**src/common/uart_buf_pkg.sv**
```systemverilog
package uart_buf_pkg;

   //////////////////////////////////////////////////
   // bus channels
   //////////////////////////////////////////////////

   typedef struct packed {
      logic [3:0] addr;
      logic [2:0] prot;
   } rd_addr_t;

   typedef struct packed {
      logic [31:0] data;
      logic [1:0]  resp;
   } rd_data_t;

   typedef struct packed {
      logic [3:0]  addr;
      logic [2:0]  prot;
      logic [31:0] data;
      logic [3:0]  strb;
   } wr_req_t;

   //////////////////////////////////////////////////
   // uart read word, two decodings
   //////////////////////////////////////////////////

   typedef struct packed {
      logic [23:0] pad;
      logic [7:0]  data;
   } rx_view_t;

   typedef struct packed {
      logic [23:0] pad;
      logic        parity_err;
      logic        frame_err;
      logic        overrun;
      logic        intr_en;
      logic        tx_full;
      logic        tx_empty;
      logic        rx_full;
      logic        rx_valid;
   } stat_view_t;

   typedef union packed {
      rx_view_t   rx;
      stat_view_t stat;
   } uart_word_u;

   // register map
   localparam logic [3:0] addr_rx   = 4'h0;
   localparam logic [3:0] addr_tx   = 4'h4;
   localparam logic [3:0] addr_stat = 4'h8;

   localparam logic [1:0] resp_okay   = 2'b00;
   localparam logic [1:0] resp_slverr = 2'b10;

endpackage
```
**src/uart_subsys_top.sv**
```systemverilog
module uart_subsys_top #(
   parameter int store_depth   = 16,
   parameter int rx_fifo_depth = 4
) (
   input  logic                   clk,
   input  logic                   rstn,
   input  uart_buf_pkg::rd_addr_t cpu_ar,
   input  logic                   cpu_arvalid,
   output logic                   cpu_arready,
   output uart_buf_pkg::rd_data_t cpu_r,
   output logic                   cpu_rvalid,
   input  logic                   cpu_rready,
   input  uart_buf_pkg::wr_req_t  cpu_w,
   input  logic                   cpu_wvalid,
   output logic                   cpu_wready,
   output logic [1:0]             cpu_bresp,
   output logic                   cpu_bvalid,
   input  logic                   cpu_bready,
   input  logic [7:0]             rx_byte,
   input  logic                   rx_strobe,
   output logic [7:0]             tx_byte,
   output logic                   tx_strobe
);
   // cpu port to arbiter
   uart_buf_pkg::rd_addr_t cpu_req;
   uart_buf_pkg::rd_data_t cpu_rsp;
   logic                   cpu_req_valid;
   logic                   cpu_req_ready;
   logic                   cpu_rsp_valid;
   logic                   cpu_rsp_ready;
   // poller to arbiter
   uart_buf_pkg::rd_addr_t poll_req;
   uart_buf_pkg::rd_data_t poll_rsp;
   logic                   poll_req_valid;
   logic                   poll_req_ready;
   logic                   poll_rsp_valid;
   logic                   poll_rsp_ready;
   // arbiter to uart
   uart_buf_pkg::rd_addr_t uart_ar;
   uart_buf_pkg::rd_data_t uart_r;
   logic                   uart_arvalid;
   logic                   uart_arready;
   logic                   uart_rvalid;
   logic                   uart_rready;
   // byte store
   logic                   push_en;
   logic [7:0]             push_byte;
   logic                   pop_en;
   logic [7:0]             head_byte;
   logic                   empty;
   logic                   full;
   logic                   cpu_busy;

   rx_byte_store #(.store_depth(store_depth)) store0 (
      .clk(clk), .rstn(rstn), .push_en(push_en), .pop_en(pop_en),
      .push_byte(push_byte), .head_byte(head_byte), .empty(empty), .full(full)
   );

   rx_poller poller0 (
      .clk(clk), .rstn(rstn), .full(full), .cpu_busy(cpu_busy),
      .req(poll_req), .req_valid(poll_req_valid), .req_ready(poll_req_ready),
      .rsp(poll_rsp), .rsp_valid(poll_rsp_valid), .rsp_ready(poll_rsp_ready),
      .push_en(push_en), .push_byte(push_byte)
   );

   cpu_read_port cpu_port0 (
      .clk(clk), .rstn(rstn),
      .cpu_ar(cpu_ar), .cpu_arvalid(cpu_arvalid), .cpu_arready(cpu_arready),
      .cpu_r(cpu_r), .cpu_rvalid(cpu_rvalid), .cpu_rready(cpu_rready),
      .req(cpu_req), .req_valid(cpu_req_valid), .req_ready(cpu_req_ready),
      .rsp(cpu_rsp), .rsp_valid(cpu_rsp_valid), .rsp_ready(cpu_rsp_ready),
      .empty(empty), .head_byte(head_byte), .pop_en(pop_en), .busy(cpu_busy)
   );

   uart_read_arbiter arb0 (
      .clk(clk), .rstn(rstn),
      .cpu_req(cpu_req), .cpu_req_valid(cpu_req_valid), .cpu_req_ready(cpu_req_ready),
      .cpu_rsp(cpu_rsp), .cpu_rsp_valid(cpu_rsp_valid), .cpu_rsp_ready(cpu_rsp_ready),
      .poll_req(poll_req), .poll_req_valid(poll_req_valid),
      .poll_req_ready(poll_req_ready), .poll_rsp(poll_rsp),
      .poll_rsp_valid(poll_rsp_valid), .poll_rsp_ready(poll_rsp_ready),
      .uart_ar(uart_ar), .uart_arvalid(uart_arvalid), .uart_arready(uart_arready),
      .uart_r(uart_r), .uart_rvalid(uart_rvalid), .uart_rready(uart_rready)
   );

   uart_rx_regs #(.rx_fifo_depth(rx_fifo_depth)) uart0 (
      .clk(clk), .rstn(rstn),
      .ar(uart_ar), .arvalid(uart_arvalid), .arready(uart_arready),
      .r(uart_r), .rvalid(uart_rvalid), .rready(uart_rready),
      .w(cpu_w), .wvalid(cpu_wvalid), .wready(cpu_wready),
      .bresp(cpu_bresp), .bvalid(cpu_bvalid), .bready(cpu_bready),
      .rx_byte(rx_byte), .rx_strobe(rx_strobe),
      .tx_byte(tx_byte), .tx_strobe(tx_strobe)
   );

endmodule

```
**src/uart_rx_regs.sv**
```systemverilog
module uart_rx_regs #(
   parameter int rx_fifo_depth = 4
) (
   input  logic                   clk,
   input  logic                   rstn,
   input  uart_buf_pkg::rd_addr_t ar,
   input  logic                   arvalid,
   output logic                   arready,
   output uart_buf_pkg::rd_data_t r,
   output logic                   rvalid,
   input  logic                   rready,
   input  uart_buf_pkg::wr_req_t  w,
   input  logic                   wvalid,
   output logic                   wready,
   output logic [1:0]             bresp,
   output logic                   bvalid,
   input  logic                   bready,
   input  logic [7:0]             rx_byte,
   input  logic                   rx_strobe,
   output logic [7:0]             tx_byte,
   output logic                   tx_strobe
);
   localparam int ptr_w = $clog2(rx_fifo_depth);
   localparam int cnt_w = $clog2(rx_fifo_depth + 1);

   logic [7:0]               fifo [rx_fifo_depth];
   logic [ptr_w-1:0]         wr_ptr;
   logic [ptr_w-1:0]         rd_ptr;
   logic [cnt_w-1:0]         count;
   logic                     overrun;
   logic                     ar_fire;
   logic                     w_fire;
   logic                     rx_push;
   logic                     rx_pop;
   uart_buf_pkg::uart_word_u stat_word;

   assign arready = !rvalid;
   assign wready  = !bvalid;
   assign ar_fire = arvalid && arready;
   assign w_fire  = wvalid && wready;
   assign rx_push = rx_strobe && (count != cnt_w'(rx_fifo_depth));
   assign rx_pop  = ar_fire && (ar.addr == uart_buf_pkg::addr_rx) && (count != '0);

   // tx leaves at once, so it never fills
   always_comb begin
      stat_word               = '0;
      stat_word.stat.overrun  = overrun;
      stat_word.stat.tx_empty = 1'b1;
      stat_word.stat.rx_full  = (count == cnt_w'(rx_fifo_depth));
      stat_word.stat.rx_valid = (count != '0);
   end

   //////////////////////////////////////////////////
   // receive fifo
   //////////////////////////////////////////////////

   always_ff @(posedge clk) begin
      if (rx_push) begin
         fifo[wr_ptr] <= rx_byte;
      end
   end

   always_ff @(posedge clk) begin
      if (rstn) begin
         wr_ptr  <= '0;
         rd_ptr  <= '0;
         count   <= '0;
         overrun <= 1'b0;
      end else begin
         if (rx_push) begin
            wr_ptr <= (wr_ptr == ptr_w'(rx_fifo_depth - 1)) ? '0 : wr_ptr + 1'b1;
         end
         if (rx_pop) begin
            rd_ptr <= (rd_ptr == ptr_w'(rx_fifo_depth - 1)) ? '0 : rd_ptr + 1'b1;
         end
         case ({rx_push, rx_pop})
            2'b10:   count <= count + 1'b1;
            2'b01:   count <= count - 1'b1;
            default: count <= count;
         endcase
         // a fresh drop wins over the clearing read
         if (rx_strobe && !rx_push) begin
            overrun <= 1'b1;
         end else if (ar_fire && (ar.addr == uart_buf_pkg::addr_stat)) begin
            overrun <= 1'b0;
         end
      end
   end

   //////////////////////////////////////////////////
   // read and write channels
   //////////////////////////////////////////////////

   always_ff @(posedge clk) begin
      if (rstn) begin
         rvalid    <= 1'b0;
         bvalid    <= 1'b0;
         tx_strobe <= 1'b0;
      end else begin
         if (ar_fire) begin
            rvalid <= 1'b1;
         end else if (rready) begin
            rvalid <= 1'b0;
         end
         if (w_fire) begin
            bvalid <= 1'b1;
         end else if (bready) begin
            bvalid <= 1'b0;
         end
         tx_strobe <= w_fire && (w.addr == uart_buf_pkg::addr_tx) && w.strb[0];
      end
   end

   always_ff @(posedge clk) begin
      if (ar_fire) begin
         case (ar.addr)
            uart_buf_pkg::addr_rx: begin
               if (rx_pop) begin
                  r <= {24'h000000, fifo[rd_ptr], uart_buf_pkg::resp_okay};
               end else begin
                  r <= {32'h0, uart_buf_pkg::resp_slverr};
               end
            end
            uart_buf_pkg::addr_stat: r <= {stat_word, uart_buf_pkg::resp_okay};
            uart_buf_pkg::addr_tx:   r <= {32'h0, uart_buf_pkg::resp_okay};
            default:                 r <= {32'h0, uart_buf_pkg::resp_slverr};
         endcase
      end
      if (w_fire) begin
         bresp <= (w.addr == uart_buf_pkg::addr_tx) ? uart_buf_pkg::resp_okay
                                                     : uart_buf_pkg::resp_slverr;
         tx_byte <= w.data[7:0];
      end
   end

   a_tx_pulse: assert property (@(posedge clk) disable iff (rstn)
      tx_strobe |=> !tx_strobe);

endmodule

```
**src/uart_buffer/uart_read_arbiter.sv**
```systemverilog
module uart_read_arbiter (
   input  logic                   clk,
   input  logic                   rstn,
   input  uart_buf_pkg::rd_addr_t cpu_req,
   input  logic                   cpu_req_valid,
   output logic                   cpu_req_ready,
   output uart_buf_pkg::rd_data_t cpu_rsp,
   output logic                   cpu_rsp_valid,
   input  logic                   cpu_rsp_ready,
   input  uart_buf_pkg::rd_addr_t poll_req,
   input  logic                   poll_req_valid,
   output logic                   poll_req_ready,
   output uart_buf_pkg::rd_data_t poll_rsp,
   output logic                   poll_rsp_valid,
   input  logic                   poll_rsp_ready,
   output uart_buf_pkg::rd_addr_t uart_ar,
   output logic                   uart_arvalid,
   input  logic                   uart_arready,
   input  uart_buf_pkg::rd_data_t uart_r,
   input  logic                   uart_rvalid,
   output logic                   uart_rready
);
   localparam logic [1:0] own_none = 2'd0;
   localparam logic [1:0] own_cpu  = 2'd1;
   localparam logic [1:0] own_poll = 2'd2;

   logic [1:0] owner;
   logic       sel_cpu;
   logic       sel_poll;

   // cpu takes any free slot
   assign sel_cpu  = (owner == own_cpu) || ((owner == own_none) && cpu_req_valid);
   assign sel_poll = (owner == own_poll) ||
                     ((owner == own_none) && !cpu_req_valid && poll_req_valid);

   assign uart_ar        = sel_poll ? poll_req : cpu_req;
   assign uart_arvalid   = (sel_cpu && cpu_req_valid) || (sel_poll && poll_req_valid);
   assign cpu_req_ready  = sel_cpu && uart_arready;
   assign poll_req_ready = sel_poll && uart_arready;

   assign cpu_rsp        = uart_r;
   assign poll_rsp       = uart_r;
   assign cpu_rsp_valid  = uart_rvalid && (owner == own_cpu);
   assign poll_rsp_valid = uart_rvalid && (owner == own_poll);
   assign uart_rready    = ((owner == own_cpu) && cpu_rsp_ready) ||
                           ((owner == own_poll) && poll_rsp_ready);

   always_ff @(posedge clk) begin
      if (rstn) begin
         owner <= own_none;
      end else if (owner == own_none) begin
         if (uart_arvalid && uart_arready) begin
            owner <= sel_poll ? own_poll : own_cpu;
         end
      end else if (uart_rvalid && uart_rready) begin
         owner <= own_none;
      end
   end

   // a pending reply always has someone to go back to
   a_reply_owned: assert property (@(posedge clk) disable iff (rstn)
      uart_rvalid |-> (owner != own_none));

endmodule

```
**src/uart_buffer/cpu_read_port.sv**
```systemverilog
module cpu_read_port (
   input  logic                   clk,
   input  logic                   rstn,
   input  uart_buf_pkg::rd_addr_t cpu_ar,
   input  logic                   cpu_arvalid,
   output logic                   cpu_arready,
   output uart_buf_pkg::rd_data_t cpu_r,
   output logic                   cpu_rvalid,
   input  logic                   cpu_rready,
   output uart_buf_pkg::rd_addr_t req,
   output logic                   req_valid,
   input  logic                   req_ready,
   input  uart_buf_pkg::rd_data_t rsp,
   input  logic                   rsp_valid,
   output logic                   rsp_ready,
   input  logic                   empty,
   input  logic [7:0]             head_byte,
   output logic                   pop_en,
   output logic                   busy
);
   localparam logic [1:0] st_idle     = 2'd0;
   localparam logic [1:0] st_fwd_addr = 2'd1;
   localparam logic [1:0] st_fwd_data = 2'd2;
   localparam logic [1:0] st_reply    = 2'd3;

   logic [1:0]               state;
   logic                     ar_hit;
   logic                     late_hit;
   uart_buf_pkg::uart_word_u merged;

   // new rx read with data already in the store
   assign ar_hit = (state == st_idle) && cpu_arvalid &&
                   (cpu_ar.addr == uart_buf_pkg::addr_rx) && !empty;

   // an in-flight poll may land a byte first, take it from the store to keep order
   assign late_hit = (state == st_fwd_addr) && (req.addr == uart_buf_pkg::addr_rx) && !empty;

   assign pop_en      = ar_hit || late_hit;
   assign cpu_arready = (state == st_idle);
   assign cpu_rvalid  = (state == st_reply);
   assign req_valid   = (state == st_fwd_addr) && !late_hit;
   assign rsp_ready   = (state == st_fwd_data);
   assign busy        = (state != st_idle);

   // status reply also reports bytes held here
   always_comb begin
      merged = rsp.data;
      if (req.addr == uart_buf_pkg::addr_stat) begin
         merged.stat.rx_valid = merged.stat.rx_valid | !empty;
      end
   end

   always_ff @(posedge clk) begin
      if (rstn) begin
         state <= st_idle;
      end else begin
         case (state)
            st_idle: begin
               if (cpu_arvalid) begin
                  state <= ar_hit ? st_reply : st_fwd_addr;
               end
            end
            st_fwd_addr: begin
               if (late_hit) begin
                  state <= st_reply;
               end else if (req_ready) begin
                  state <= st_fwd_data;
               end
            end
            st_fwd_data: begin
               if (rsp_valid) begin
                  state <= st_reply;
               end
            end
            default: begin
               if (cpu_rready) begin
                  state <= st_idle;
               end
            end
         endcase
      end
   end

   //////////////////////////////////////////////////
   // payload
   //////////////////////////////////////////////////

   always_ff @(posedge clk) begin
      if (cpu_arready && cpu_arvalid) begin
         req <= cpu_ar;
      end
      if (pop_en) begin
         cpu_r <= {24'h000000, head_byte, uart_buf_pkg::resp_okay};
      end else if (rsp_ready && rsp_valid) begin
         cpu_r <= {merged, rsp.resp};
      end
   end

   a_rvalid_hold: assert property (@(posedge clk) disable iff (rstn)
      cpu_rvalid && !cpu_rready |=> cpu_rvalid && $stable(cpu_r));

endmodule

```
**src/uart_buffer/rx_poller.sv**
```systemverilog
module rx_poller (
   input  logic                   clk,
   input  logic                   rstn,
   input  logic                   full,
   input  logic                   cpu_busy,
   output uart_buf_pkg::rd_addr_t req,
   output logic                   req_valid,
   input  logic                   req_ready,
   input  uart_buf_pkg::rd_data_t rsp,
   input  logic                   rsp_valid,
   output logic                   rsp_ready,
   output logic                   push_en,
   output logic [7:0]             push_byte
);
   localparam logic [1:0] st_idle = 2'd0;
   localparam logic [1:0] st_addr = 2'd1;
   localparam logic [1:0] st_data = 2'd2;

   logic [1:0]               state;
   uart_buf_pkg::uart_word_u word;

   assign word      = rsp.data;
   assign req       = {uart_buf_pkg::addr_rx, 3'b000};
   assign req_valid = (state == st_addr);
   assign rsp_ready = (state == st_data);

   // push lands on the R transfer, so full is current by the next idle
   assign push_en   = rsp_ready && rsp_valid && (rsp.resp == uart_buf_pkg::resp_okay);
   assign push_byte = word.rx.data;

   always_ff @(posedge clk) begin
      if (rstn) begin
         state <= st_idle;
      end else begin
         case (state)
            st_idle: begin
               if (!full && !cpu_busy) begin
                  state <= st_addr;
               end
            end
            st_addr: begin
               if (req_ready) begin
                  state <= st_data;
               end
            end
            st_data: begin
               if (rsp_valid) begin
                  state <= st_idle;
               end
            end
            default: state <= st_idle;
         endcase
      end
   end

   a_req_hold: assert property (@(posedge clk) disable iff (rstn)
      req_valid && !req_ready |=> req_valid);

endmodule

```
**src/uart_buffer/rx_byte_store.sv**
```systemverilog
module rx_byte_store #(
   parameter int store_depth = 16
) (
   input  logic       clk,
   input  logic       rstn,
   input  logic       push_en,
   input  logic       pop_en,
   input  logic [7:0] push_byte,
   output logic [7:0] head_byte,
   output logic       empty,
   output logic       full
);
   localparam int ptr_w = $clog2(store_depth);
   localparam int cnt_w = $clog2(store_depth + 1);

   logic [7:0]       mem [store_depth];
   logic [ptr_w-1:0] head;
   logic [ptr_w-1:0] tail;
   logic [cnt_w-1:0] count;

   assign head_byte = mem[head];
   assign empty     = (count == '0);
   assign full      = (count == cnt_w'(store_depth));

   always_ff @(posedge clk) begin
      if (push_en) begin
         mem[tail] <= push_byte;
      end
   end

   always_ff @(posedge clk) begin
      if (rstn) begin
         head  <= '0;
         tail  <= '0;
         count <= '0;
      end else begin
         // pointers wrap by compare so any depth works
         if (push_en) begin
            tail <= (tail == ptr_w'(store_depth - 1)) ? '0 : tail + 1'b1;
         end
         if (pop_en) begin
            head <= (head == ptr_w'(store_depth - 1)) ? '0 : head + 1'b1;
         end
         case ({push_en, pop_en})
            2'b10:   count <= count + 1'b1;
            2'b01:   count <= count - 1'b1;
            default: count <= count;
         endcase
      end
   end

   // poller checks full only before it issues a read
   a_no_push_full: assert property (@(posedge clk) disable iff (rstn)
      push_en |-> !full);
   a_no_pop_empty: assert property (@(posedge clk) disable iff (rstn)
      pop_en |-> !empty);

endmodule

```
**config.mk**
```make
export PLATFORM = sky130hd
export DESIGN_NAME = uart_subsys_top
export DESIGN_NICKNAME = d
export VERILOG_FILES = /design/src/common/uart_buf_pkg.sv /design/src/uart_subsys_top.sv /design/src/uart_rx_regs.sv /design/src/uart_buffer/uart_read_arbiter.sv /design/src/uart_buffer/cpu_read_port.sv /design/src/uart_buffer/rx_poller.sv /design/src/uart_buffer/rx_byte_store.sv
export SDC_FILE = /design/constraint.sdc
export NUM_CORES = 1
export LEC_CHECK = 0
export ABC_AREA = 1
export BUFFER_PORTS_ARGS = -buffer_cell sky130_fd_sc_hd__clkbuf_2
export CORE_ASPECT_RATIO = 0.5
export CORE_MARGIN = 2
export CORE_UTILIZATION = 50
export CTS_BUF_LIST = sky130_fd_sc_hd__clkbuf_8
export DETAILED_ROUTE_END_ITERATION = 10
export GPL_TIMING_DRIVEN = 0
export PLACE_DENSITY = 0.7
export RECOVER_POWER = 100
export SYNTH_ARGS = -nofsm -noshare
export SYNTH_HDL_FRONTEND = slang
export SYNTH_SLANG_ARGS = --single-unit
```
**constraint.sdc**
```tcl
create_clock -name clk -period 7.19 [get_ports clk]
set_input_delay 1.0785 -clock clk [delete_from_list [all_inputs] [get_ports clk]]
set_output_delay 1.0785 -clock clk [all_outputs]
set_load 0.05 [all_outputs]
```
# --- After elaboration in Yosys (flattened, before gate mapping) ---
# Memories as Yosys holds them, arrays and structs flattened. A register that Yosys moved wholly into a read port is not among the register bits.
# Index checks and enable logic that the tools add are counted.
# Widths: inputs -> output; s select.
classes:
  bitwise_logic: 1
  reduce_logical: 65
  muxes: 42
  n_addsub: 8
  n_eq_ne: 29
ops:
  columns: ["operator", "n"]
  rows:
  - ["$mux 2", 18]
  - ["$logic_and 1x1->1", 31]
  - ["$mux 10", 3]
  - ["$pmux 10 s3", 1]
  - ["$eq 2x2->1 const B", 8]
  - ["$eq 4x4->1 const B", 4]
  - ["$mux 4", 4]
  - ["$reduce_bool 2->1", 8]
  - ["$logic_not 4->1", 3]
  - ["$pmux 2 s3", 2]
  - ["$mux 1", 11]
  - ["$eq 2x1->1 const B", 5]
  - ["$pmux 5 s2", 1]
  - ["$add 4x1->4 const B", 2]
  - ["$eq 4x3->1 const B", 2]
  - ["$logic_not 1->1", 8]
  - ["$logic_not 2->1", 4]
  - ["$ne 2x2->1 const B", 4]
  - ["$mux 7", 1]
  - ["$pmux 3 s2", 1]
  - ["$add 5x1->5 const B", 1]
  - ["$eq 5x5->1 const B", 1]
  - ["$logic_not 5->1", 1]
  - ["$logic_or 1x1->1", 5]
  - ["other kinds (14)", 16]
totals:
  out_inout_bits: 49
  ram_bits: 160
  wordCells: 169
  reg_bits: 91
  input_bits: 65
  memories: 2
mem_list:
  columns: ["name", "words", "width", "read_ports", "rd_ports_with_merged_regs", "wr", "line_no", "source"]
  rows:
  - ["store0.mem", 16, 8, 1, 1, 1, "rx_byte_store.sv:16", "logic [7:0] mem [store_depth];"]
  - ["uart0.fifo", 4, 8, 1, 1, 1, "uart_rx_regs.sv:26", "logic [7:0] fifo [rx_fifo_depth];"]

# --- Logic depth before layout (Yosys ltp) ---
depth:
  ltp_word: 16
  depth_mapped: 17
  depth_no_buf: 17

# --- Cells and area by module ---
# A second synthesis with hierarchy kept.
unflattened:
  cells_unflattened: 1148
  area_unflattened_um2: 12162.9
by_module_without_submodules:
  columns: ["mod", "instances", "cells_per_inst", "area_per_inst_um2"]
  rows:
  - ["rx_byte_store", 1, 539, 6169.7]
  - ["uart_rx_regs", 1, 242, 2750.1]
  - ["cpu_read_port", 1, 207, 2194.6]
  - ["uart_read_arbiter", 1, 124, 810.8]
  - ["rx_poller", 1, 36, 237.7]

# --- Least setup slack after synthesis ---
# OpenSTA, ideal clock, no wires.
synth_timing:
  kind: "input to register"
  from: "input port cpu_ar[4] in the netlist's numbering"
  to: "register store0.count[4]"
  n_path_buf: 0
  setup_time_ps: 119
  setup_slack_ps: 4224
  required_ps: 7071
  path_stages: 12
  arrival_time_ps: 2847
  cell_sequence: "nor4_1 > nand3_1 > nand2_2 > ha_1 > inv_1 > fa_1 > inv_1 > a21oi_1 > o211ai_1 > nand3_1 > o21ai_0 > a21oi_1"
synth_between:
  elab_chain_cells: 6
  elab_cells_between_ends: 8
  classes_between: "eq/ne: 2; mux: 1; reduce/logical: 5"
synth_rtl:
  columns: ["element", "line_no", "source"]
  rows:
  - ["from (decl)", "uart_subsys_top.sv:7", "input uart_buf_pkg::rd_addr_t cpu_ar,"]
  - ["$logic_not 4->1 (*)", "cpu_read_port.sv:33", "(cpu_ar.addr == uart_buf_pkg::addr_rx) && !empty;"]
  - ["$logic_and 1x1->1 (*)", "cpu_read_port.sv:32", "assign ar_hit = (state == st_idle) && cpu_arvalid &&"]
  - ["$logic_and 1x1->1 (*)", "cpu_read_port.sv:33", null]
  - ["$logic_or 1x1->1 (*)", "cpu_read_port.sv:38", "assign pop_en = ar_hit || late_hit;"]
  - ["$eq 2x1->1 or $eq 2x2->1 (tied branches)", "rx_byte_store.sv:44", "case ({push_en, pop_en})"]
  - ["$pmux 5 s2 or $reduce_bool 2->1 (tied branches)", null, null]
  - ["to (signal assigned)", "rx_byte_store.sv:45", "2'b10: count <= count + 1'b1;"]
  - ["to (signal assigned)", "rx_byte_store.sv:46", "2'b01: count <= count - 1'b1;"]
  - ["to (signal assigned)", "rx_byte_store.sv:47", "default: count <= count;"]
  - ["to (decl)", "rx_byte_store.sv:19", "logic [cnt_w-1:0] count;"]
# Mark *: on every way between the ends. The rest lies on a longest branch, timed or not.
# A chain may end at the register's enable or synchronous reset.

# --- Final worst setup path ---
layout_timing:
  from: "register cpu_port0.state[1]"
  to: "register uart0.count[2]"
layout_between:
  elab_chain_cells: 16
  elab_cells_between_ends: 23
  classes_between: "eq/ne: 3; mux: 2; reduce/logical: 18"
layout_rtl:
  columns: ["element", "line_no", "source"]
  rows:
  - ["from (decl)", "cpu_read_port.sv:26", "logic [1:0] state;"]
  - ["from (signal assigned)", "cpu_read_port.sv:55", "state <= st_idle;"]
  - ["from (signal assigned)", "cpu_read_port.sv:60", "state <= ar_hit ? st_reply : st_fwd_addr;"]
  - ["from (signal assigned)", "cpu_read_port.sv:65", "state <= st_reply;"]
  - ["$eq 2x1->1 (*)", "cpu_read_port.sv:36, cpu_read_port.sv:41", null]
  - ["$logic_and 1x1->1 (2 in a row)", "cpu_read_port.sv:36", "assign late_hit = (state == st_fwd_addr) && (req.addr == uart_buf_pkg::addr_rx) && !empty;"]
  - ["$logic_not 1->1", "cpu_read_port.sv:41", "assign req_valid = (state == st_fwd_addr) && !late_hit;"]
  - ["$logic_and 1x1->1 (*)", "cpu_read_port.sv:41", null]
  - ["parallel branches: the longest is 7 deep, another holds $mux 7", null, null]
  - ["$logic_and 1x1->1 (*) (2 in a row)", "uart_rx_regs.sv:42", "assign rx_pop = ar_fire && (ar.addr == uart_buf_pkg::addr_rx) && (count != '0);"]
  - ["$eq 2x1->1 or $eq 2x2->1 (tied branches)", "uart_rx_regs.sv:76", "case ({rx_push, rx_pop})"]
  - ["$pmux 3 s2 or $reduce_bool 2->1 (tied branches)", null, null]
  - ["to (signal assigned)", "uart_rx_regs.sv:77", "2'b10: count <= count + 1'b1;"]
  - ["to (signal assigned)", "uart_rx_regs.sv:78", "2'b01: count <= count - 1'b1;"]
  - ["to (signal assigned)", "uart_rx_regs.sv:79", "default: count <= count;"]
  - ["to (decl)", "uart_rx_regs.sv:29", "logic [cnt_w-1:0] count;"]
# Every way passes the cells marked *.

==> reports/summary.log <==
INFO  clock_network  post_cts_resize_count=0
INFO  setup_path     start_kind=flop
INFO  clock_network  clock_tree_from_tritoncts=done
INFO  synthesis      async_flop_share=0
INFO  power_and_ir_drop static-leakage-power=3.89nW
INFO  synthesis      synth_enable_flop_cells=190
INFO  setup_path     worst_setup_path_startpoint=cpu_port0.state[1]
INFO  cells_and_area num-fill-cells=1576
INFO  global_route   track_usage=0.212
INFO  setup_path     slowest_library_cell_on_the_worst_path=nor2_1
INFO  floorplanning  rows=35
INFO  drt            drt_pass1_iterations=5
INFO  placed_design  dpl.hpwl=14200um
INFO  setup_path     reg2reg_slack=3.77ns
INFO  setup_path     worst-setup-path-type=reg2reg
INFO  setup_path     crit_path_max_fanout=9
INFO  setup_path     timing.reg2reg.worst_path_depth=17
INFO  sta            setup-violations-final=0
INFO  floorplanning  floorplan.initialDensity=0.515
INFO  sta            drv_slew=0
INFO  cells_and_area regArea=0.00645mm^2
INFO  global_route   largest_net_degree_at_the_start_of_global_routing=18
INFO  floorplanning  floorplan.core_area=0.0186mm^2
INFO  drt            route.detailed.drc=0
INFO  global_route   grt_pass1_wl=32800um
INFO  cells_and_area diodes=0
INFO  drt            wire_per_inst=17.2um
INFO  clock_network  cts.sink_count=227
INFO  floorplanning  floorplan.die.height=102um
INFO  synthesis      synth.lib_cells_used.distinct=41
INFO  placed_design  gp_routability_congestion=0.939
INFO  sta            rsz0062_at_grt=false
INFO  synthesis      yosys_top_cell_by_area=edfxtp_1
INFO  hold_path      hold_crit_path_type=reg2reg
INFO  floorplanning  dieArea=0.0204mm^2
INFO  outcome        run_status=finished clean
INFO  sta            finalWorstPathRequiredPeriod=3.42ns
INFO  cells_and_area fin_area=0.0107mm^2
INFO  setup_path     cpPeakStageDelay=0.54ns
INFO  synthesis      count_leader_synth=edfxtp_1
INFO  clock_network  cts.path.max_buffers=3
INFO  clock_network  numCtsBuffers=31
INFO  clock_network  later_pin_clock_latency_in_the_skew_report=0.58ns
INFO  clock_network  clock_root_buffer=clkbuf_8
INFO  synthesis      synth_area_leaders=edfxtp_1, dfxtp_1, o21ai_0
INFO  setup_path     r2r-start=cpu_port0.state[1]
INFO  power_and_ir_drop worst_supply_voltage_drop_on_vdd=0.171mV
INFO  sta            clock.fmax=292MHz
INFO  clock_network  cts.htree.levels=1
INFO  global_route   grt_remaining_overflow=0
INFO  synthesis      postSynth.topFlopCell=edfxtp_1
INFO  sta            final_hold_viol_count=0
INFO  synthesis      post_synth_inst_count=839
INFO  clock_network  hold_buffers=0
INFO  sta            slew_headroom=0.246
INFO  synthesis      yosys-top-cells-count=edfxtp_1, nor2_1, o21ai_0
INFO  setup_path     end_kind=flop
INFO  setup_path     capture_instance_of_the_worst_register_to_register_path=uart0.count[2]
INFO  cells_and_area multi_input_area=0.00262mm^2
INFO  synthesis      yosysWarnings=0
INFO  placed_design  io_buffers=54
INFO  global_route   antenna_violations_before_repair=0
INFO  synthesis      yosysSeqAreaShare=0.672
INFO  sta            fin_skew=0.0261ns
INFO  sta            period_share=0.476
INFO  synthesis      netlist_area=0.00959mm^2
INFO  power_and_ir_drop cellPowerDensity=284mW/mm^2
INFO  clock_network  post_cts_setup_driven_buffer_insertion_count=0
INFO  drt            drt_iter0_drc=510
INFO  sta            timing.setup.tns=0ns
INFO  floorplanning  floorplan.die.width=200um
INFO  cells_and_area drive_above_1_share=0.103
INFO  drt            drt-total-wl=21200um
INFO  flow_run       timing.max_cap.violations=0
INFO  cells_and_area design.final.nets=1038
INFO  clock_network  cts.clk_slew.worst_paths=0.06ns
INFO  setup_path     critical_path_required=7.63ns
INFO  drt            routed-via-count=6488
INFO  drt            drt-vias-per-instance=5.27
INFO  setup_path     worst_path_most_repeated_cell=nand2_1
INFO  synthesis      ys_ff_latch=227
INFO  setup_path     worst_ep_arrival_time=3.87ns
INFO  synthesis      yosysTopAreaCellShare=0.595
INFO  setup_path     crit_path_cell_trace=inv_1 > ha_1 > nand2_1 > nor2_2 > nand2_1 > nand2_1 > nand2_1 > nand3_1 > clkinvlp_2 > nor2_1 > ha_1 > inv_1 > fa_1 > a21oi_1 > o21ai_0 > o21ai_0 > a21oi_1
INFO  drt            route.antenna.remaining_nets=0
INFO  global_route   first_global_vias=6178
INFO  placed_design  post_dp_cell_area=0.0103mm^2
INFO  sta            worstMarginPinSlew=1.13ns
INFO  setup_path     cp_endpoint=uart0.count[2]
INFO  cells_and_area flow.area_growth_from_synthesis=11.4%
INFO  floorplanning  io-pin-count=114
INFO  synthesis      synthesis.area_per_instance=11.4um^2
## worst min-delay path by stage
stage                  start             to  cells after the start
3_3_place_gp   uart0.overrun  uart0.overrun                      2
2_1_floorplan  uart0.overrun  uart0.overrun                      2
6_report       uart0.overrun  uart0.overrun                      2
3_5_place_dp   uart0.overrun  uart0.overrun                      2
4_1_cts        uart0.overrun  uart0.overrun                      2
5_1_grt        uart0.overrun  uart0.overrun                      2
## metrics by stage
stage	setup WS, ns	instances	power (mW)	utilization	hold WS (ns)
floorplan	4.22	864	2.07	-	0.439
global placement	3.84	1177	2.22	0.552	0.453
detailed placement	3.79	1177	2.24	0.552	0.462
CTS	4.33	1229	3.07	0.580	0.469
global route	3.26	1230	3.17	0.574	0.493
finish	3.77	1230	3.04	0.574	0.467
## cell families after synthesis
group	synth area share
AOI/OAI and AO/OA	0.115
xor gates and xnor gates	0.00365
adders and majority gates	0.0290
buffers and inverters	0.0575
DFF	0.672
other	0.000391
and+or+nand+nor	0.123
## flip-flops by register name, indices dropped and copies added (netlist names), 3 cells and up, named ones only
register         flops
cpu_port0.cpu_r      9
cpu_port0.req        4
store0.count         5
store0.head          4
store0.mem         128
store0.tail          4
uart0.count          3
uart0.fifo          32
uart0.r              9
uart0.tx_byte        8
## area by class of cell
| class | count | area share |
|---|---|---|
| clock buffer | 32 | 0.0412 |
| clock inverter | 20 | 0.00749 |
| inverter | 61 | 0.0217 |
| timing repair buffer | 55 | 0.0214 |
| multi-input combinational | 521 | 0.245 |
| tap | 259 | 0.0303 |
| buffer | 55 | 0.0294 |
| sequential | 227 | 0.603 |
## metal layers
metal	wire, um	track usage	part of all wire
met1	9110	0.288	0.43
met2	9700	0.344	0.46
met3	1780	0.0439	0.084
met4	620	0.0764	0.029
met5	0	0	0
## worst max-delay path, delay by kind of cell, from the launching register on
kind,cells,cell delay (ns)
flip-flops,1,0.34
buffers and inverters,3,0.29
AO/OA/AOI/OAI,4,0.50
AND/OR/NAND/NOR,7,1.21
adder cells (fa/ha/maj),3,0.96
## power by group
part           switching [mW]  total [mW]  internal (mW)  leakage (nW)
registers               0.154        1.77           1.62          2.02
logic                   0.294       0.408          0.113          1.55
clock network           0.455       0.860          0.406         0.319
total                   0.903        3.04           2.14          3.89
## cells in the final DEF (no fill, tap or decap), types with 11 or more instances in the layout
| cell type | instances |
|---|---|
| o21ai_0 | 111 |
| o211ai_1 | 11 |
| clkbuf_2 | 18 |
| o22ai_1 | 20 |
| nand2_1 | 75 |
| buf_4 | 26 |
| a21oi_1 | 34 |
| ha_1 | 19 |
| dfxtp_1 | 37 |
| nor2_1 | 146 |
| conb_1 | 26 |
| clkbuf_8 | 32 |
| inv_1 | 71 |
| nand3_1 | 31 |
| clkbuf_1 | 57 |
| edfxtp_1 | 190 |
Power figures use the tool's default switching activity.
